`src/include/cache_defs.svh`:
```
`ifndef CACHE_DEFS_SVH
`define CACHE_DEFS_SVH

// byte address width seen by the pipeline.
`define ADDR_W 64

// number of cache sets. The set index sits just above the doubleword offset.
`define SETS 4

// backing store depth in doublewords, so byte addresses stay below 512.
`define MEM_WORDS 64

// cycles from a memory read strobe to the read data pulse.
`define MEM_LATENCY 3

`endif

```
`src/logic/cachePkg.sv`:
```
`include "cache_defs.svh"

package cachePkg;

    // access sizes in the order of the funct3 low bits.
    typedef enum logic [1:0] {
        SIZE_B,
        SIZE_H,
        SIZE_W,
        SIZE_D
    } accessSize_t;

    localparam int DATA_W = 64;
    localparam int MASK_W = DATA_W / 8;

    // byte offset within a line, then set index, then tag.
    localparam int OFFSET_W = $clog2(MASK_W);
    localparam int INDEX_W = $clog2(`SETS);
    localparam int TAG_W = `ADDR_W - INDEX_W - OFFSET_W;

    localparam int MEM_IDX_W = $clog2(`MEM_WORDS);

endpackage

```
`src/logic/backingMemory.sv`:
```
`timescale 1ns/1ps
`include "cache_defs.svh"

module backingMemory (
    input  logic                          clk,
    input  logic                          rst,
    input  logic                          memRead,
    input  logic [`ADDR_W-1:0]            memAddr,
    input  logic                          memWrite,
    input  logic [cachePkg::DATA_W-1:0]   memWdata,
    input  logic [cachePkg::MASK_W-1:0]   memMask,
    output logic                          memValid,
    output logic [cachePkg::DATA_W-1:0]   memRdata
);
    import cachePkg::*;

    // the last latency cycle is the output register itself.
    localparam int DEPTH = `MEM_LATENCY - 1;

    logic [DATA_W-1:0]    memArr [`MEM_WORDS];
    logic [MEM_IDX_W-1:0] wordIdx;
    logic [DEPTH-1:0]     pendValid;
    logic [MEM_IDX_W-1:0] pendIdx [DEPTH];

    assign wordIdx = memAddr[OFFSET_W +: MEM_IDX_W];

    always_ff @(posedge clk) begin
        if (memWrite) begin
            for (int b = 0; b < MASK_W; b++) begin
                if (memMask[b]) begin
                    memArr[wordIdx][8*b +: 8] <= memWdata[8*b +: 8];
                end
            end
        end
    end

    always_ff @(posedge clk) begin
        if (rst) begin
            pendValid <= '0;
            memValid <= 1'b0;
        end else begin
            pendValid[0] <= memRead;
            for (int i = 1; i < DEPTH; i++) begin
                pendValid[i] <= pendValid[i-1];
            end
            memValid <= pendValid[DEPTH-1];
        end
    end

    // read data is held until the next read completes.
    always_ff @(posedge clk) begin
        pendIdx[0] <= wordIdx;
        for (int i = 1; i < DEPTH; i++) begin
            pendIdx[i] <= pendIdx[i-1];
        end
        if (pendValid[DEPTH-1]) begin
            memRdata <= memArr[pendIdx[DEPTH-1]];
        end
    end

    addrInRange: assert property (@(posedge clk) disable iff (rst)
        (memRead || memWrite) |-> memAddr[`ADDR_W-1:OFFSET_W] < `MEM_WORDS)
        else $error("backingMemory: address %h beyond memory", memAddr);

endmodule

```
`config.mk`:
```
export PLATFORM = sky130hd
export DESIGN_NAME = backingMemory
export DESIGN_NICKNAME = d
export VERILOG_FILES = /design/src/logic/cachePkg.sv /design/src/logic/backingMemory.sv
export VERILOG_INCLUDE_DIRS = /design/src /design/src/include
export SDC_FILE = /design/constraint.sdc
export NUM_CORES = 2
export LEC_CHECK = 0
export BUFFER_PORTS_ARGS = -buffer_cell sky130_fd_sc_hd__buf_4
export CORE_ASPECT_RATIO = 0.8
export CORE_MARGIN = 2
export CORE_UTILIZATION = 42
export CTS_CLUSTER_SIZE = 8
export DETAILED_ROUTE_END_ITERATION = 8
export PLACE_DENSITY_LB_ADDON = 0.15
export SYNTH_ARGS = -nofsm -noshare
export SYNTH_HDL_FRONTEND = slang
export SYNTH_MEMORY_MAX_BITS = 65536
export SYNTH_SLANG_ARGS = --single-unit
```
`constraint.sdc`:
```
create_clock -name clk -period 2.9 [get_ports clk]
set_clock_uncertainty 0.15 [all_clocks]
set_input_delay 0.29 -clock clk [delete_from_list [all_inputs] [get_ports clk]]
set_output_delay 0.29 -clock clk [all_outputs]
set_load 0.05 [all_outputs]
```
-- After elaboration in Yosys (flattened, before gate mapping)
Memories as Yosys holds them, arrays and structs flattened. A register that Yosys moved wholly into a read port is not among the register bits.
Cells that the tools add are included.
- word-level logic and storage cells: 28
- bits in writable memories: 4108
- memories kept: 2
- bits in registers: 3
- input bits: 140
- output and inout port bits: 65
- memories (name ; words ; bits a word ; read ports ; clocked after Yosys merged registers in ; write ports ; line ; RTL):
    memArr ; 64 ; 64 ; 1 ; 1 ; 1 ; backingMemory.sv:20 ; logic [DATA_W-1:0] memArr [`MEM_WORDS];
    pendIdx ; 2 ; 6 ; 2 ; 0 ; 2 ; backingMemory.sv:23 ; logic [MEM_IDX_W-1:0] pendIdx [DEPTH];
- mux-type cells: 24
- operators with widths (kind ; count):
    2-to-1 mux 1 bit ; 24

-- Logic depth before layout (Yosys ltp)
- word-level depth: 3
- depth in mapped cells: 9
- mapped depth without buffers: 4

-- Least setup slack after synthesis
No wires, ideal clock.
- path type: input to register
- start point: input memAddr[7]
- end point: memory memArr[18][0], enable pin
- cell stages on the path: 4
- data required time: 2.379 ns
- path slack: 0.641 ns
- arrival: 1.738 ns
- path buffers: 1
- library setup time: 0.371 ns
- cells stage by stage: clkbuf_1 -> nor3b_1 -> nand2_1 -> nor2_1
- RTL lines (what ; line ; RTL):
    start: declaration ; backingMemory.sv:8 ; input logic [`ADDR_W-1:0] memAddr,
    end: declaration ; backingMemory.sv:20 ;
No word-level cell before the write port.

==> results.json <==
{
  "area_delta_synth_final_pct": 19.7,
  "hold_viol": 0,
  "fin_tns_setup_ns": 0,
  "clk_latency_ns": 1.07,
  "netlist.area_leader.share_pct": 78.5,
  "drtIter0Drc": 10727,
  "place_congestion": 0.882,
  "slew_viol_final": 0,
  "hold_ws_ns": 0.0702,
  "drive_above_1_share_pct": 33.5,
  "wl_per_cell_um": 34.4,
  "cpPeakStageDelay_ns": 0.53,
  "hpwl_mm": 296,
  "grt_pass1_wl_mm": 649,
  "synthesis.area_sq_um": 159000,
  "worstPathMaxFanout": 25,
  "ir_drop_mv": 0.634,
  "critPathLaunchType": "register",
  "fmax_mhz": 354,
  "synth-seq-cells": 4175,
  "dpl-instance-area_sq_um": 173000,
  "die_y_um": 554,
  "ctsHtreeMaxLevel": 6,
  "die_area_sq_um": 384000,
  "first_pass_iters": 6,
  "leakage_nw": 61.6,
  "register_area_sq_um": 125000,
  "antenna_found_initial": 61,
  "synth_largest_area_cell": "edfxtp_1",
  "cpMostUsedCell": "buf_12",
  "dieWidth_um": 692,
  "cts_made_buffers": 592,
  "grt-ovfl-total": 0,
  "path_class": "reg2reg",
  "path_clk_slew_ns": 0.05,
  "critPathSlowestCell": "mux4_2",
  "wl_mm": 467,
  "maxSlewHeadroom_pct": 33.9,
  "worstPathArrival_ns": 3.48,
  "status": "finished clean",
  "clockBufferDepth": 4,
  "period_minus_slack_ns": 2.83,
  "worst_slew_pin_slew_ns": 0.985,
  "start_util_pct": 42.1,
  "cp_cell_sequence": "buf_16, buf_12, buf_12, mux4_2, a22oi_1, nand3_1, o211a_1",
  "crit_end": "memRdata[37]",
  "rsz0062_at_grt": "yes",
  "ff2ff_path_depth": 7,
  "nets": 8628,
  "postSynthCellCount": 7091,
  "setup_viol": 0,
  "synth_area_leaders": "edfxtp_1 79%, mux4_2 14%, nor2_1 1.3%, a22oi_1 1.2%, mux2i_1 0.64%",
  "rr_startpoint": "pendIdx[0][6]",
  "coreArea_sq_um": 378000,
  "drc": 0,
  "track_usage_pct": 24.1,
  "crit_required_ns": 3.55,
  "first_global_vias": 82010,
  "hold_class": "in2reg",
  "cts_num_sinks": 4175,
  "rows": 202,
  "vias": 80975,
  "fill_cells": 29999,
  "ff2ff_setup_slack_ns": 0.07,
  "power.density_nw_per_um2": 708,
  "critPathCaptureType": "register",
  "syn_avg_cell_area_sq_um": 22.4,
  "seq_area_frac_synth_pct": 78.7,
  "ys_warn_count": 0,
  "finalCritPeriodShare_pct": 97.4,
  "maxCapViolCount": 0,
  "place_inst": 12802,
  "cts_tree": "built",
  "viasPerCell": 5.96,
  "hold_path_depth": 5,
  "syn_nets": 7231,
  "grt_max_degree": 65,
  "io_pins": 205,
  "critical_path.startpoint": "pendIdx[0][6]",
  "drtAntennaViolNets": 0,
  "finalInstanceArea_sq_um": 190000,
  "reg2reg_to": "memRdata[37]",
  "instances_no_fill": 13593,
  "io_buffers": 146,
  "ys_types": 29,
  "multi_input_area_sq_um": 31900,
  "root_buffer": "clkbuf_16"
}
-- cells in the mapped netlist (all sizes together) --
cell type  number
dfxtp          15
and3b           4
a221oi          2
clkbuf        186
a211oi         62
nand3         109
a22oi         256
nand2          77
buf           240
edfxtp       4160
or3             2
nand2b          6
and3            2
o22ai         126
nand3b         22
or3b            3
nor2b           8
o221ai         46
mux4         1024
nor3            2
o211a          64
mux2i         102
nor2          562
and2            3
or2             2
nor3b           6
-- kinds of logic (layout without fill, tap and decap cells) --
logic type	after synthesis	after routing	synth area share (%)
AOI/OAI and AO/OA	556	556	2.66
buffers and inverters	426	1919	1.35
DFF	4175	4175	78.7
muxes	1126	1126	15.1
other	0	11	0
and+or+nand+nor	808	808	2.12
-- cell usage in the layout, fill, tap and decap left out, drive strengths merged --
master,instances
o22ai,126
inv,25
dfxtp,15
a221oi,2
dlygate4sd3,85
buf,1142
mux2i,102
o221ai,46
edfxtp,4160
a22oi,256
nand2b,6
mux4,1024
diode,11
nor3,2
clkinv,30
nor2,562
nand3b,22
and3,2
or3b,3
nand2,77
or2,2
and3b,4
nor2b,8
and2,3
o211a,64
clkbuf,637
nor3b,6
a211oi,62
nand3,109
or3,2
-- state kept, by name, summed over array words and instances, names as in the netlist --
register / cells
pendIdx: 12
memRdata: 64
pendValid: 2
memArr: 4096
memValid: 1
-- area by class of cell --
type,count,share of cell area [%]
Timing Repair Buffer,1229,5.80
Sequential cell,4175,65.8
Clock buffer,635,7.93
Tap cell,4998,3.28
Clock inverter,55,0.442
Antenna cell,11,0.0145
Multi-Input combinational cell,2490,16.7
-- worst max-delay path: cells and delay by family, from the launching register on --
kind                   cells  cell delay, ns
muxes                      1            0.53
and+or+nand+nor            1            0.24
buffers and inverters      3            0.63
DFF                        1            0.48
AOI/OAI and AO/OA          2            0.50
-- where the power goes --
group / switching [mW] / total [mW] / internal [mW]
Combinational: 4.16 / 6.66 / 2.49
Sequential: 0.116 / 66.9 / 66.8
Clock: 24.7 / 61.2 / 36.6
Total: 28.9 / 135 / 106
-- per-stage QoR --
| step | worst slack [ns] | util [%] | power, mW |
|---|---|---|---|
| 6_report | 0.0749 | 50.4 | 135 |
| 5_1_grt | -0.0407 | 50.4 | 139 |
| 4_1_cts | 0.00950 | 50.3 | 136 |
| 3_5_place_dp | -0.0640 | 45.9 | 74.6 |
| 3_3_place_gp | -0.0596 | 45.9 | 74.5 |
| 2_1_floorplan | 0.641 | - | 71.2 |
-- how the worst min path moves through the flow --
| stage | from | end | slack [ns] |
|---|---|---|---|
| 2_1_floorplan | pendIdx[0][4] | pendIdx[0][10] | 0.16 |
| 3_3_place_gp | pendIdx[0][0] | pendIdx[0][6] | 0.16 |
| 3_5_place_dp | pendIdx[0][4] | pendIdx[0][10] | 0.16 |
| 4_1_cts | memMask[7] | memArr[61][59] | 0.01 |
| 5_1_grt | memMask[7] | memArr[7][56] | 0.11 |
| 6_report | memMask[7] | memArr[15][59] | 0.07 |
-- timing repair --
item / CTS / global route
endpoints found under the hold margin: 6427 / 0
buffers inserted: 4 / 0
endpoints found under the setup margin: 7 / 13
hold buffers: 85 / 0
cloned: 0 / 2
resized for setup: 5 / 9
-- layer usage --
metal / wire length, um / track usage, % / share of wire, %
met1: 200000 / 35.7 / 43
met2: 209000 / 35.9 / 45
met3: 44500 / 5.64 / 9.5
met4: 13300 / 6.81 / 2.8
met5: 146 / 0 / 0.031
Power figures use the tool's default switching activity.
