**src/include/cache_defs.svh**
```systemverilog
`ifndef CACHE_DEFS_SVH
`define CACHE_DEFS_SVH

// byte address width seen by the pipeline.
`define ADDR_W 64

// number of cache sets. The set index sits just above the doubleword offset.
`define SETS 4

// backing store depth in doublewords, so byte addresses stay below 512.
`define MEM_WORDS 64

// cycles from a memory read strobe to the read data pulse.
`define MEM_LATENCY 3

`endif

```
**src/logic/cachePkg.sv**
```systemverilog
`include "cache_defs.svh"

package cachePkg;

    // access sizes in the order of the funct3 low bits.
    typedef enum logic [1:0] {
        SIZE_B,
        SIZE_H,
        SIZE_W,
        SIZE_D
    } accessSize_t;

    localparam int DATA_W = 64;
    localparam int MASK_W = DATA_W / 8;

    // byte offset within a line, then set index, then tag.
    localparam int OFFSET_W = $clog2(MASK_W);
    localparam int INDEX_W = $clog2(`SETS);
    localparam int TAG_W = `ADDR_W - INDEX_W - OFFSET_W;

    localparam int MEM_IDX_W = $clog2(`MEM_WORDS);

endpackage

```
**src/logic/memAccessUnit.sv**
```systemverilog
`timescale 1ns/1ps
`include "cache_defs.svh"

module memAccessUnit (
    input  logic                    clk,
    input  logic                    rst,
    input  logic                    loadReq,
    input  logic                    storeReq,
    input  logic [`ADDR_W-1:0]      addr,
    input  cachePkg::accessSize_t   size,
    output logic                    busy,
    output logic                    loadDone,
    output logic                    loadHit,
    output logic                    storeDone,
    output logic [`ADDR_W-1:0]      lookupAddr,
    input  logic                    hit,
    output logic                    fill,
    output logic [`ADDR_W-1:0]      fillAddr,
    output logic                    update,
    output logic [`ADDR_W-1:0]      updateAddr,
    output logic                    memRead,
    output logic [`ADDR_W-1:0]      memAddr,
    output logic                    memWrite,
    input  logic                    memValid,
    output logic                    useMem,
    output cachePkg::accessSize_t   alignSize
);
    import cachePkg::*;

    typedef enum logic [1:0] {
        IDLE,
        LOOKUP,
        MISS_WAIT,
        RESPOND
    } unitState_t;

    unitState_t     state;
    logic [`ADDR_W-1:0] reqAddr;
    accessSize_t    reqSize;
    logic           loadGo;
    logic           storeGo;

    assign loadGo = loadReq && (state == IDLE);
    assign storeGo = storeReq && (state == IDLE);
    assign busy = (state != IDLE);

    // stores complete in the cycle they are presented and never leave idle.
    assign memWrite = storeGo;
    assign update = storeGo;
    assign updateAddr = addr;

    assign lookupAddr = reqAddr;
    assign fillAddr = reqAddr;
    assign memRead = (state == LOOKUP) && !hit;
    assign fill = (state == RESPOND);

    // the aligner follows the store in flight, otherwise the latched load.
    assign memAddr = storeGo ? addr : reqAddr;
    assign alignSize = storeGo ? size : reqSize;

    always_ff @(posedge clk) begin
        if (loadGo) begin
            reqAddr <= addr;
            reqSize <= size;
        end
    end

    always_ff @(posedge clk) begin
        if (rst) begin
            state <= IDLE;
            loadDone <= 1'b0;
            loadHit <= 1'b0;
            storeDone <= 1'b0;
            useMem <= 1'b0;
        end else begin
            loadDone <= 1'b0;
            storeDone <= storeGo;
            case (state)
                IDLE: begin
                    if (loadReq) begin
                        useMem <= 1'b0;
                        state <= LOOKUP;
                    end
                end
                LOOKUP: begin
                    if (hit) begin
                        loadDone <= 1'b1;
                        loadHit <= 1'b1;
                        state <= IDLE;
                    end else begin
                        useMem <= 1'b1;
                        state <= MISS_WAIT;
                    end
                end
                MISS_WAIT: begin
                    if (memValid) begin
                        state <= RESPOND;
                    end
                end
                default: begin
                    // line is written this cycle and the result goes out next.
                    loadDone <= 1'b1;
                    loadHit <= 1'b0;
                    state <= IDLE;
                end
            endcase
        end
    end

    noReqWhileBusy: assert property (@(posedge clk) disable iff (rst)
        busy |-> !(loadReq || storeReq))
        else $error("memAccessUnit: request while busy");

    oneStrobe: assert property (@(posedge clk) disable iff (rst)
        !(loadReq && storeReq))
        else $error("memAccessUnit: load and store strobes together");

    // the miss path counts on the memory answering after a fixed delay.
    readLatency: assert property (@(posedge clk) disable iff (rst)
        memRead |-> ##(`MEM_LATENCY) memValid)
        else $error("memAccessUnit: memory data not back on time");

endmodule

```
**config.mk**
```make
export PLATFORM = sky130hd
export DESIGN_NAME = memAccessUnit
export DESIGN_NICKNAME = d
export VERILOG_FILES = /design/src/logic/cachePkg.sv /design/src/logic/memAccessUnit.sv
export VERILOG_INCLUDE_DIRS = /design/src /design/src/include
export SDC_FILE = /design/constraint.sdc
export NUM_CORES = 1
export LEC_CHECK = 0
export BUFFER_PORTS_ARGS = -buffer_cell sky130_fd_sc_hd__buf_4
export CORE_AREA = 2 2 131 133
export DETAILED_ROUTE_END_ITERATION = 10
export DIE_AREA = 0 0 133 135
export HOLD_SLACK_MARGIN = 0.05
export PLACE_DENSITY = 0.63
export SETUP_SLACK_MARGIN = 0.4
export SYNTH_ARGS = -nofsm -noshare
export SYNTH_HDL_FRONTEND = slang
export SYNTH_SLANG_ARGS = --single-unit
```
**constraint.sdc**
```tcl
create_clock -name clk -period 8.2 [get_ports clk]
set_clock_uncertainty 0.2 [all_clocks]
set_input_delay 0 -clock clk [delete_from_list [all_inputs] [get_ports clk]]
set_output_delay 0 -clock clk [all_outputs]
set_load 0.1 [all_outputs]
```
Word level (Yosys, flattened, before mapping)
Index checks and enable logic that the tools add are counted.
{"block": "op_classes", "reduce_logical": 11, "mul": 0, "eq_ne": 7, "n_bitwise": 1, "addsub": 0, "muxes": 13, "shifts": 0, "magnitude_cmp": 0, "n_div": 0}
{"op": "$mux W64", "n": 1}
{"op": "$mux W2", "n": 4}
{"op": "$ne A2 B2 Y1 const B", "n": 4}
{"op": "$pmux W1 S2", "n": 3}
{"op": "$pmux W2 S3", "n": 1}
{"op": "$eq A2 B2 Y1 const B", "n": 2}
{"op": "$mux W1", "n": 4}
{"op": "$reduce_and A2 Y1", "n": 2}
{"op": "$reduce_bool A2 Y1", "n": 2}
{"op": "$logic_and A1 B1 Y1", "n": 3}
{"op": "$reduce_and A3 Y1", "n": 1}
{"op": "$eq A2 B1 Y1 const B", "n": 1}
{"op": "$logic_not A2 Y1", "n": 1}
{"op": "$reduce_or A2 Y1", "n": 1}
{"op": "$logic_not A1 Y1", "n": 1}
{"op": "$not A1 Y1", "n": 1}
{"block": "totals", "word_cells": 39, "output_inout_bits": 267, "inputBits": 72, "ram_bits": 0, "mem_bits_ro": 0, "regBits": 72, "latchBits": 0, "memories": 0}

Logic depth before layout (Yosys ltp)
{"block": "depth", "word_depth": 4, "mapped_depth": 5, "ltp_nobuf": 2}

Least setup slack after synthesis
OpenSTA, ideal clock, no wires.
{"block": "synth_timing", "kind": "reg-to-reg", "start": "register state[1]", "end": "register reqAddr[0] (netlist: fillAddr[0]) (enable)", "path_slack_ns": 3.675, "path_stages_with_launch": 4, "arrival_time_ns": 3.835, "path_buffers": 1, "setup_ns": 0.491, "period_less_slack_ns": 4.525, "t_required_ns": 7.509, "path_cell_list": "dfxtp_1 > buf_2 > or2_2 > nor2_1"}
{"block": "synth_between", "elab_chain_len": 2}
{"item": "start, declared", "line": "memAccessUnit.sv:37", "source": "unitState_t state;"}
{"item": "start signal, assigned", "line": "memAccessUnit.sv:70", "source": "state <= IDLE;"}
{"item": "start signal, assigned", "line": "memAccessUnit.sv:82", "source": "state <= LOOKUP;"}
{"item": "start signal, assigned", "line": "memAccessUnit.sv:89", "source": "state <= IDLE;"}
{"item": "$logic_not A2 Y1", "line": "memAccessUnit.sv:43", "source": "assign loadGo = loadReq && (state == IDLE);"}
{"item": "$logic_and A1 B1 Y1", "line": "memAccessUnit.sv:43"}
{"item": "via loadGo", "line": "memAccessUnit.sv:40", "source": "logic loadGo;"}
{"item": "end signal, assigned", "line": "memAccessUnit.sv:63", "source": "reqAddr <= addr;"}
{"item": "end, declared", "line": "memAccessUnit.sv:38", "source": "logic [`ADDR_W-1:0] reqAddr;"}
The timed path passes the listed nets, and every way through them passes these cells.
A chain may end at the register's enable or synchronous reset.

Worst setup path after layout
{"block": "layout_timing", "start": "register state[1]", "end": "output memAddr[6]"}
{"block": "layout_between", "elab_chain_len": 3}
{"item": "$logic_not A2 Y1", "line": "memAccessUnit.sv:44", "source": "assign storeGo = storeReq && (state == IDLE);"}
{"item": "$logic_and A1 B1 Y1", "line": "memAccessUnit.sv:44"}
{"item": "$mux W64", "line": "memAccessUnit.sv:58", "source": "assign memAddr = storeGo ? addr : reqAddr;"}
{"item": "end, declared", "line": "memAccessUnit.sv:22", "source": "output logic [`ADDR_W-1:0] memAddr,"}
No other way between the ends.

==> flow_summary.toml <==
[run_status]
status = "completed"

[layout]
final_nets = 652
antenna-diode-count = 0
area_growth_pct = 71.4
drive_above_1_share = 0.692
fillers = 1506
finalInstanceArea_sq_mm = 0.00686

[worst_setup_path]
path_max_fanout = 69
critPathArrivalTime_ns = 2.38
cp-end-kind = "primary output"
cp.required_ns = 8.00
startpoint_type = "register"
critical_path_class = "reg -> out"

[pwr]
peakVddDrop_mv = 0.127
power_density_mw_per_mm2 = 273
power_mw = 1.87
p_leak_nw = 3.08

[route]
drcViolationCount = 0
vias_per_cell = 4.00
wl_per_cell_microns = 15.8
vias = 3222
ant_nets = 0
first_iter_violations = 60
wl_mm = 12.7
dr.pass1.iters = 4

[die]
io_pins = 339
die-area_sq_mm = 0.0180
dieHeight_microns = 135
initial_core_util = 0.244
core_region_area_sq_mm = 0.0164
fp-row-count = 47
die_w_microns = 133

[cts]
cts_tree = "built"
cts_buffers = 9
cts_buffer_depth = 2
cts_hold_buf = 71
cts-root-buf = "clkbuf_16"
htree_levels = 3
clk_pin_slew_ns = 0.06
cts_sinks = 72
cts_resized = 0
post-cts-setup-buffers = 0
clkLatencyLatePin_ns = 0.33

[timing]
period_share = 0.314
fin_ws_ns = 5.62
hold_ws_ns = 0.199
timing.final.hold_violations = 0
period_minus_slack_ns = 2.58
clock.fmax_mhz = 388
max_slew_margin = 0.387
worst_pin_slew_ns = 0.919
setup-tns-final_ns = 0
finalSetupViolCount = 0
rsz0062_at_grt = "false"
drv_slew = 0

[yosys]
syn_area_sq_mm = 0.00401
synth_cells = 295
synth_edf_count = 66
ys_ff_latch = 72
synth_cell_types = 20
syn_nets = 367
synthFlopType = "edfxtp_1"
yosysWarnings = 0
synthArstFlopShare = 0
syn_area_per_cell_sq_um = 13.6
synth.yosys.seq_area_share = 0.525

[global_route]
grt-ovfl-total = 0
grt.total_usage = 0.131
grt_max_degree = 70
grt_pass1_wl_mm = 18.1
first_global_vias = 3255
antenna_found_initial = 0

[flow_run]
maxCapViolCount = 0

[place]
port_buffers = 338
dpl_worst_slack_ns = 5.98
gp_congestion = 0.825
place_hpwl_mm = 8.93
postPlaceCellArea_sq_mm = 0.00582

[min_path]
hold_class = "in -> reg"
cells by family after synthesis:
family / after synthesis / synth area share
buffers and inverters: 139 / 0.257
flip-flops: 72 / 0.525
multiplexers: 67 / 0.188
AND/OR/NAND/NOR: 13 / 0.0212
AO/OA/AOI/OAI: 4 / 0.00843
synthesized netlist by cell type (2+ instances only):
cell	instances	area [sq um]
nor2b_1	3	18.8
buf_2	5	25.0
nor3_1	2	10.0
edfxtp_1	66	1980
dfxtp_1	6	120
mux2_2	46	518
mux2_1	20	225
buf_6	2	22.5
buf_4	130	976
inv_1	2	7.51
nor2_1	3	11.3
o21ba_2	2	20.0
routing by layer:
layer / vias to the layer above / global-route usage / wire [microns]
li1: 1477 / - / -
met3: 23 / 0.0405 / 1120
met1: 1509 / 0.141 / 4820
met4: 0 / 0.0705 / 340
met5: - / 0 / 0
met2: 213 / 0.230 / 6430
layout by cell type, fill, tap and decap left out:
master / n
mux2_2: 46
nor3b_4: 1
o21ba_2: 2
nand2b_1: 1
nor2_1: 2
bufinv_16: 3
inv_1: 2
clkinv_1: 2
dlygate4sd3_1: 71
clkinvlp_4: 1
mux2_1: 20
buf_4: 340
nor3_1: 2
nor2_4: 1
clkinv_2: 1
o32ai_1: 1
a21oi_1: 1
nor2b_1: 3
edfxtp_1: 66
mux2i_1: 1
clkbuf_16: 9
dfxtp_1: 6
and2_1: 1
or2_2: 1
nor3b_1: 1
worst paths after layout:
| check | start | end | slack [ns] | depth (start not counted) |
|---|---|---|---|---|
| setup / recovery | state[1] | memAddr[6] | 5.62 | 4 |
| hold / removal | addr[30] | fillAddr[30] | 0.20 | 2 |
| setup reg to reg | state[1] | fillAddr[1] | 6.06 | 3 |
| hold reg to reg | useMem | useMem | 0.31 | 2 |
final cells by class:
cell class | count | area [sq um] | area share
repair buffers | 411 | 3260 | 0.475
flip-flops and latches | 72 | 2100 | 0.306
multi-input cells | 84 | 880 | 0.128
well taps | 220 | 275 | 0.0401
clock buffers | 9 | 225 | 0.0328
clock inverters | 7 | 110 | 0.0160
inverters | 2 | 7.51 | 0.00109
state kept, by name (all words and copies together), names as in the netlist:
| signal | flops |
|---|---|
| loadDone | 1 |
| reqSize | 2 |
| loadHit | 1 |
| storeDone | 1 |
| useMem | 1 |
| state | 2 |
| fillAddr | 64 |
report_power, final:
| part | total, mW | switching [mW] | internal (mW) |
|---|---|---|---|
| registers | 0.453 | 0.0206 | 0.432 |
| logic | 0.976 | 0.784 | 0.193 |
| clock network | 0.444 | 0.150 | 0.294 |
critical path: stages, from the launching register on:
cell	delay (ns)
dfxtp_1	0.40
nor3b_4	0.21
buf_4	0.72
mux2_2	0.42
buf_4	0.23
per-stage QoR:
| step | util | instances |
|---|---|---|
| final | 0.418 | 805 |
| after global routing | 0.418 | 805 |
| after CTS | 0.418 | 805 |
| after detailed placement | 0.355 | 718 |
| after global placement | 0.355 | 718 |
| after floorplan | - | 295 |
Note: power is estimated with default switching activity, not from simulation.
