[src/include/cache_defs.svh]
`ifndef CACHE_DEFS_SVH
`define CACHE_DEFS_SVH

// byte address width seen by the pipeline.
`define ADDR_W 64

// number of cache sets. The set index sits just above the doubleword offset.
`define SETS 4

// backing store depth in doublewords, so byte addresses stay below 512.
`define MEM_WORDS 64

// cycles from a memory read strobe to the read data pulse.
`define MEM_LATENCY 3

`endif

[src/logic/cachePkg.sv]
`include "cache_defs.svh"

package cachePkg;

    // access sizes in the order of the funct3 low bits.
    typedef enum logic [1:0] {
        SIZE_B,
        SIZE_H,
        SIZE_W,
        SIZE_D
    } accessSize_t;

    localparam int DATA_W = 64;
    localparam int MASK_W = DATA_W / 8;

    // byte offset within a line, then set index, then tag.
    localparam int OFFSET_W = $clog2(MASK_W);
    localparam int INDEX_W = $clog2(`SETS);
    localparam int TAG_W = `ADDR_W - INDEX_W - OFFSET_W;

    localparam int MEM_IDX_W = $clog2(`MEM_WORDS);

endpackage

[src/logic/dataCache.sv]
`timescale 1ns/1ps
`include "cache_defs.svh"

module dataCache (
    input  logic                          clk,
    input  logic                          rst,
    input  logic [`ADDR_W-1:0]            lookupAddr,
    output logic                          hit,
    output logic [cachePkg::DATA_W-1:0]   hitData,
    input  logic                          fill,
    input  logic [`ADDR_W-1:0]            fillAddr,
    input  logic [cachePkg::DATA_W-1:0]   fillData,
    input  logic                          update,
    input  logic [`ADDR_W-1:0]            updateAddr,
    input  logic [cachePkg::DATA_W-1:0]   updateData,
    input  logic [cachePkg::MASK_W-1:0]   updateMask
);
    import cachePkg::*;

    localparam int WAYS = 2;

    logic [WAYS-1:0]   validArr [`SETS];
    logic [TAG_W-1:0]  tagArr [WAYS][`SETS];
    logic [DATA_W-1:0] dataArr [WAYS][`SETS];

    // one bit per set naming the way the next fill replaces.
    logic [`SETS-1:0]  victim;

    logic [INDEX_W-1:0] lookupSet;
    logic [INDEX_W-1:0] fillSet;
    logic [INDEX_W-1:0] updateSet;
    logic [TAG_W-1:0]   lookupTag;
    logic [TAG_W-1:0]   fillTag;
    logic [TAG_W-1:0]   updateTag;
    logic [WAYS-1:0]    lookupMatch;
    logic [WAYS-1:0]    updateMatch;
    logic               fillWay;

    function automatic logic [DATA_W-1:0] mergeBytes(
        input logic [DATA_W-1:0] oldWord,
        input logic [DATA_W-1:0] newWord,
        input logic [MASK_W-1:0] mask
    );
        logic [DATA_W-1:0] merged;
        merged = oldWord;
        for (int b = 0; b < MASK_W; b++) begin
            if (mask[b]) begin
                merged[8*b +: 8] = newWord[8*b +: 8];
            end
        end
        return merged;
    endfunction

    assign lookupSet = lookupAddr[OFFSET_W +: INDEX_W];
    assign lookupTag = lookupAddr[OFFSET_W + INDEX_W +: TAG_W];
    assign fillSet = fillAddr[OFFSET_W +: INDEX_W];
    assign fillTag = fillAddr[OFFSET_W + INDEX_W +: TAG_W];
    assign updateSet = updateAddr[OFFSET_W +: INDEX_W];
    assign updateTag = updateAddr[OFFSET_W + INDEX_W +: TAG_W];

    assign fillWay = victim[fillSet];

    always_comb begin
        for (int w = 0; w < WAYS; w++) begin
            lookupMatch[w] = validArr[lookupSet][w] && (tagArr[w][lookupSet] == lookupTag);
            updateMatch[w] = validArr[updateSet][w] && (tagArr[w][updateSet] == updateTag);
        end
    end

    assign hit = |lookupMatch;

    always_comb begin
        if (lookupMatch[0]) begin
            hitData = dataArr[0][lookupSet];
        end else if (lookupMatch[1]) begin
            hitData = dataArr[1][lookupSet];
        end else begin
            hitData = '0;
        end
    end

    always_ff @(posedge clk) begin
        if (rst) begin
            for (int s = 0; s < `SETS; s++) begin
                validArr[s] <= '0;
            end
            victim <= '0;
        end else if (fill) begin
            validArr[fillSet][fillWay] <= 1'b1;
            victim[fillSet] <= ~victim[fillSet];
        end
    end

    // a store that misses leaves the arrays alone. There is no write-allocate.
    always_ff @(posedge clk) begin
        if (fill) begin
            tagArr[fillWay][fillSet] <= fillTag;
            dataArr[fillWay][fillSet] <= fillData;
        end else if (update) begin
            for (int w = 0; w < WAYS; w++) begin
                if (updateMatch[w]) begin
                    dataArr[w][updateSet] <= mergeBytes(dataArr[w][updateSet],
                                                        updateData, updateMask);
                end
            end
        end
    end

    fillUpdateExclusive: assert property (@(posedge clk) disable iff (rst)
        !(fill && update))
        else $error("dataCache: fill and update in the same cycle");

    // a line lives in at most one way of its set.
    singleWayHit: assert property (@(posedge clk) disable iff (rst)
        !(&lookupMatch) && !(&updateMatch))
        else $error("dataCache: both ways hit on one address");

endmodule

[config.mk]
export PLATFORM = sky130hd
export DESIGN_NAME = dataCache
export DESIGN_NICKNAME = d
export VERILOG_FILES = /design/src/logic/cachePkg.sv /design/src/logic/dataCache.sv
export VERILOG_INCLUDE_DIRS = /design/src /design/src/include
export SDC_FILE = /design/constraint.sdc
export NUM_CORES = 2
export LEC_CHECK = 0
export BUFFER_PORTS_ARGS = -buffer_cell sky130_fd_sc_hd__buf_2
export CAP_MARGIN = 5
export CORE_ASPECT_RATIO = 0.75
export CORE_MARGIN = 10
export CORE_UTILIZATION = 33
export CTS_CLUSTER_SIZE = 14
export DETAILED_ROUTE_END_ITERATION = 7
export MAX_ROUTING_LAYER = met4
export SKIP_LAST_GASP = 1
export SLEW_MARGIN = 20
export SYNTH_ARGS = -nofsm -noshare
export SYNTH_HDL_FRONTEND = slang
export SYNTH_SLANG_ARGS = --single-unit
[constraint.sdc]
create_clock -name clk -period 12.1 [get_ports clk]
set_input_delay 2.42 -clock clk [delete_from_list [all_inputs] [get_ports clk]]
set_output_delay 2.42 -clock clk [all_outputs]
set_load 0.1 [all_outputs]
# --- After elaboration in Yosys (flattened, before gate mapping) ---
# Memories as Yosys holds them, arrays and structs flattened.
# Cells that the tools add are included.
classes:
  order_cmp: 9
  n_eq_ne: 4
  n_mux: 124
  n_bitwise: 4
  reduce_logical: 11
op_table:
  columns: ["op", "n"]
  rows:
  - ["$mux W256", 5]
  - ["$mux W64", 12]
  - ["$mux W59", 9]
  - ["$bmux W64 S2", 4]
  - ["$mux W8", 64]
  - ["$bmux W59 S2", 4]
  - ["$demux W64 S2", 2]
  - ["$reduce_or A256 Y1", 1]
  - ["$eq A59 B59 Y1", 4]
  - ["$mux W236", 1]
  - ["$demux W59 S2", 1]
  - ["$mux W1", 14]
  - ["$ge A3 B3 Y1 const B", 3]
  - ["$not A2 Y3", 3]
  - ["$logic_and A1 B1 Y1", 8]
  - ["$mux W2", 4]
  - ["$lt A3 B1 Y1 const B", 2]
  - ["$bwmux W4", 1]
  - ["$reduce_or A2 Y1", 2]
  - ["$lt A2 B3 Y1 const B", 1]
  - ["$bmux W1 S2", 1]
  - ["$demux W1 S2", 1]
  - ["$ge A2 B1 Y1 const B", 1]
  - ["$lt A1 B2 Y1 const B", 1]
  - ["other kinds (3)", 3]
totals:
  register_bits: 4
  ramBits: 992
  in_bits: 332
  word_cells: 156
  n_memories: 3
mem_list:
  columns: ["memory", "depth", "width", "rd", "rd_ports_with_merged_regs", "wr", "line_no", "text"]
  rows:
  - ["dataArr", 2, 256, 2, 0, 2, "dataCache.sv:24", "logic [DATA_W-1:0] dataArr [WAYS][`SETS];"]
  - ["tagArr", 2, 236, 2, 0, 1, "dataCache.sv:23", "logic [TAG_W-1:0] tagArr [WAYS][`SETS];"]
  - ["validArr", 4, 2, 2, 0, 4, "dataCache.sv:22", "logic [WAYS-1:0] validArr [`SETS];"]

# --- Longest topological paths before layout ---
logic_depth:
  ltp_word: 12
  mapped_depth: 14
  ltp_nobuf: 7

# --- Worst setup path before layout ---
# No wires, ideal clock.
synth_timing:
  path_kind: "input -> output"
  startpoint: "in lookupAddr[3]"
  endpoint: "out hitData[0] (netlist name)"
  arrival_time_ns: 7.652
  t_required_ns: 9.680
  setup_slack_ns: 2.028
  cell_stages: 9
  n_path_buf: 3
  cell_sequence: "buf_6 buf_6 mux4_2 xor2_1 a2111oi_2 nand4_1 or4_1 buf_4 o41ai_1"
synth_via:
  elab_chain_len: 8
  word_cells_on_any_way: 20
synth_rtl:
  columns: ["element", "line_no", "text"]
  rows:
  - ["from (decl)", "dataCache.sv:7", "input logic [`ADDR_W-1:0] lookupAddr,"]
  - ["$not A2 Y3 (implied by the code)", "dataCache.sv:65, dataCache.sv:74, dataCache.sv:76", null]
  - ["$bmux W59 S2", "dataCache.sv:65", "lookupMatch[w] = validArr[lookupSet][w] && (tagArr[w][lookupSet] == lookupTag);"]
  - ["$mux W59 (implied by the code) (2 in a row)", "dataCache.sv:65", null]
  - ["$eq A59 B59 Y1", "dataCache.sv:65", null]
  - ["$logic_and A1 B1 Y1", "dataCache.sv:65", null]
  - ["$mux W64", "dataCache.sv:75", "end else if (lookupMatch[1]) begin"]
  - ["$mux W64 *", "dataCache.sv:73", "if (lookupMatch[0]) begin"]
  - ["to (decl)", "dataCache.sv:9", "output logic [cachePkg::DATA_W-1:0] hitData,"]
# Every way passes the cells marked *; elsewhere a longest branch is shown, timed or not. The select of a mux whose other input is x is not followed.

# --- Final worst setup path ---
layout_timing:
  startpoint: "in lookupAddr[3]"
  endpoint: "out hitData[15] (netlist name)"
# Same word-level chain as after synthesis.

==> impl_metrics.yaml <==
synth:
  synth.distinct_cells: 67
  synthCells: 3442
  synth_flop_cell: "edfxtp_1"
  yosys_warnings: 0
  post-synth-top-count-cell: "edfxtp_1"
  netlist_area_mm2: 0.0546
  synth-edff-count: 992
  synth_top_family_by_area: "multiplexers"
  synth_area_leaders: "edfxtp_1 55%, mux4_2 18%, mux2_1 4.0%"
  ys_seq_elements: 996
  synth_fa_ha_area_share_pct: 0
  muxShareOfSynthArea_pct: 28.3
  seq_area_frac_synth_pct: 54.7
  syn_avg_cell_area_um2: 15.9
  synth_top_area_share_pct: 54.6
  synth_compound_area_share_pct: 5.76
  synth-xor-area-share_pct: 3.26
  synth_simple_gate_area_share_pct: 4.82
  synth_common_cells: "992 x edfxtp_1, 442 x mux4_2, 343 x nand2_1, 280 x o21ai_0, 196 x mux2_1"
  synth_area_leader_cell: "edfxtp_1"
  synth_fp_nets: 3774
  async_flop_share_pct: 0
timing:
  setup_violations: 0
  max-slew-margin-rel_pct: 16.6
  final_hold_viol_count: 0
  fin_setup_tns_ns: 0
  min_period_ns: 10.58
  rsz0062_at_grt: "false"
  skew_ns: 0.0799
  fin_crit_sh_pct: 87.4
  max_slew.worst_pin.slew_ns: 1.22
  max_freq_ghz: 0.0945
  drv_slew: 0
power:
  power.leakage_nw: 20.9
  pwr-share-clk_pct: 40.9
  pwr_density_cell_mw_per_mm2: 130
  intPower_w: 0.00606
  seqPwrFrac_pct: 48.5
  netSwitchingPower_w: 0.00199
  power_frac_comb_pct: 10.6
  p_sw_share_pct: 24.7
  ir_drop_mv: 0.120
detailed_routing:
  dr.pass1.iters: 6
  viasPerCell: 5.79
  route.detailed.drc: 0
  drt_iter0_markers: 4240
  num_vias: 35100
  routed_wirelength_um: 187000
  ant_nets: 0
  wl_per_cell_um: 30.9
placement:
  port_buffers: 387
  dp_cells: 5786
  hpwl_um: 121000
  finalWeightedCongestion: 0.987
finish:
  final_cells: 6067
  fin_nets: 4069
  drive_gt1_share_pct: 33.6
  area_delta_synth_final_pct: 13.5
  nFillCells: 15400
  final_core_util_pct: 37.6
floorplanning:
  die_h_um: 372
  die_w_um: 490
  io_pins: 397
  rows: 129
  core_area_mm2: 0.165
  initial_utilization_pct: 33.2
  die-area_mm2: 0.182
setup_path:
  cp-start-kind: "input port"
  worstRegToRegCells: 9
  critPathSlowestCell: "a2111oi_0"
  cp_cell_sequence: "buf_8, buf_4, mux4_2, xnor2_1, nand4_1, a2111oi_0, and4_4, and3_4, buf_4, o41ai_2, buf_2"
  reg2reg_slack_ns: 6.64
  cp_top_family: "buffers and inverters"
  cp.buffers_inverters: 4
  critPathMaxFanout: 58
  worstSetupPathType: "input port to primary output"
  crit_arrival_ns: 8.16
  cpMostUsedCell: "buf_4"
  crit_cells: 11
  cpPeakStageDelay_ns: 1.05
  reg2reg_from: "tagArr[0][20]$_DFFE_PP_"
  crit_start: "lookupAddr[3]"
  critPathCapture: "hitData[15]"
  required_ns: 9.68
  end_kind: "primary output"
  worstReg2RegEnd: "dataArr[0][70]$_DFFE_PP_"
clock_tree:
  cts.clk_slew.worst_paths_ns: 0.06
  holdBufCountCts: 0
  clk_latency_ns: 0.77
  post_cts_buffers: 0
  clockRootBuffer: "clkbuf_16"
  cts_buffers: 110
  htreeDepth: 3
  cts_resized: 0
  clkSinkCount: 996
  cts_tree: "built"
  clk_path_buf_depth: 3
global_route:
  grt_pass1_wl_um: 262000
  track_usage_pct: 20.5
  grt_pass1_vias: 34600
  grt_max_degree: 92
  grt_overflow_total: 0
  antenna_found_initial: 114
outcome:
  outcome: "completed"
flow_run:
  cap_viol_max_count: 0
worst_hold_path:
  hold_depth: 1
  hp-class: "register to register"
layout by cell type, fill, tap and decap left out, drive strengths merged, types with 3 or more instances in the layout:
cell      instances
nand4           113
o22ai            15
nand2b           10
or4               3
mux2i           177
o41ai            64
bufinv            7
a22oi             4
dfxtp             4
nor4             19
a221oi            6
a2111oi           7
o2bb2ai           4
inv              24
and3              3
o21ai           281
a22o              3
a21oi             7
edfxtp          992
a221o             3
buf             458
mux4            442
nor3             11
xor2             28
a222oi            3
a21o              3
nor2             34
nand2           344
xnor2           175
a211oi            8
nand3             8
clkbuf          132
a2bb2oi           7
clkinvlp          3
o221ai            5
clkinv           59
or2              10
mux2            329
diode            80
registers in the layout (all words and copies together), names as in the netlist:
| signal | flops |
|---|---|
| tagArr | 472 |
| validArr | 8 |
| dataArr | 512 |
| victim | 4 |
kinds of logic after synthesis:
logic type	Yosys count
flip-flops	996
XOR/XNOR	203
AND/OR/NAND/NOR	559
AO/OA/AOI/OAI	437
multiplexers	948
buffers and inverters	299
cell type report:
type                       count  area, um2  area share (%)
antenna                       80        200           0.323
inverter                      24       95.1           0.153
tap                         2161       2700            4.36
timing repair buffer         458       2550            4.11
multi-input combinational   2147      23100            37.3
clock buffer                 132       2860            4.61
sequential                   996      29900            48.2
clock inverter                69        596           0.961
layer usage:
layer	part of all wire, %	routed length, um	up-vias	track usage (%)
met1	40	75400	18400	26.5
met2	48	89200	1675	31.3
li1	-	-	14700	-
met4	3.4	6410	0	8.37
met3	8.7	16200	335	4.36
met5	0	0	-	-
how the worst min path moves through the flow:
stage,endpoint,startpoint,slack (ns)
floorplan,victim[3]$_SDFFE_PP0P_,victim[3]$_SDFFE_PP0P_,0.50
global placement,victim[3]$_SDFFE_PP0P_,victim[3]$_SDFFE_PP0P_,0.57
detailed placement,validArr[1][0]$_SDFFCE_PN0P_,victim[1]$_SDFFE_PP0P_,0.58
CTS,validArr[1][0]$_SDFFCE_PN0P_,victim[1]$_SDFFE_PP0P_,0.60
global route,validArr[1][0]$_SDFFCE_PN0P_,victim[1]$_SDFFE_PP0P_,0.61
finish,validArr[1][0]$_SDFFCE_PN0P_,victim[1]$_SDFFE_PP0P_,0.59
power by group through the flow:
stage          Combinational [W]  Sequential, W  Clock, W
2_1_floorplan           0.000527        0.00397         0
3_3_place_gp            0.000837        0.00397         0
3_5_place_dp            0.000844        0.00397         0
4_1_cts                 0.000848        0.00390   0.00332
5_1_grt                 0.000908        0.00391   0.00347
6_report                0.000856        0.00390   0.00329
through the flow:
step	hold WS [ns]	area, um2	total power [W]	worst slack (ns)
2_1_floorplan	0.501	54600	0.00449	2.03
3_3_place_gp	0.574	58300	0.00481	1.66
3_5_place_dp	0.584	58300	0.00482	1.68
4_1_cts	0.596	61800	0.00807	1.65
5_1_grt	0.611	61900	0.00829	1.43
6_report	0.592	62000	0.00805	1.52
worst register-to-register path, cell delays in order, from the launching register on:
cell      delay, ns
edfxtp_1       0.38
mux4_2         0.49
xnor2_1        0.77
nand4_1        0.40
nor4_4         0.53
nand4_4        0.31
nor2_4         0.17
buf_4          0.44
or2_4          0.87
buf_4          0.68
(Power assumes the default switching activity.)
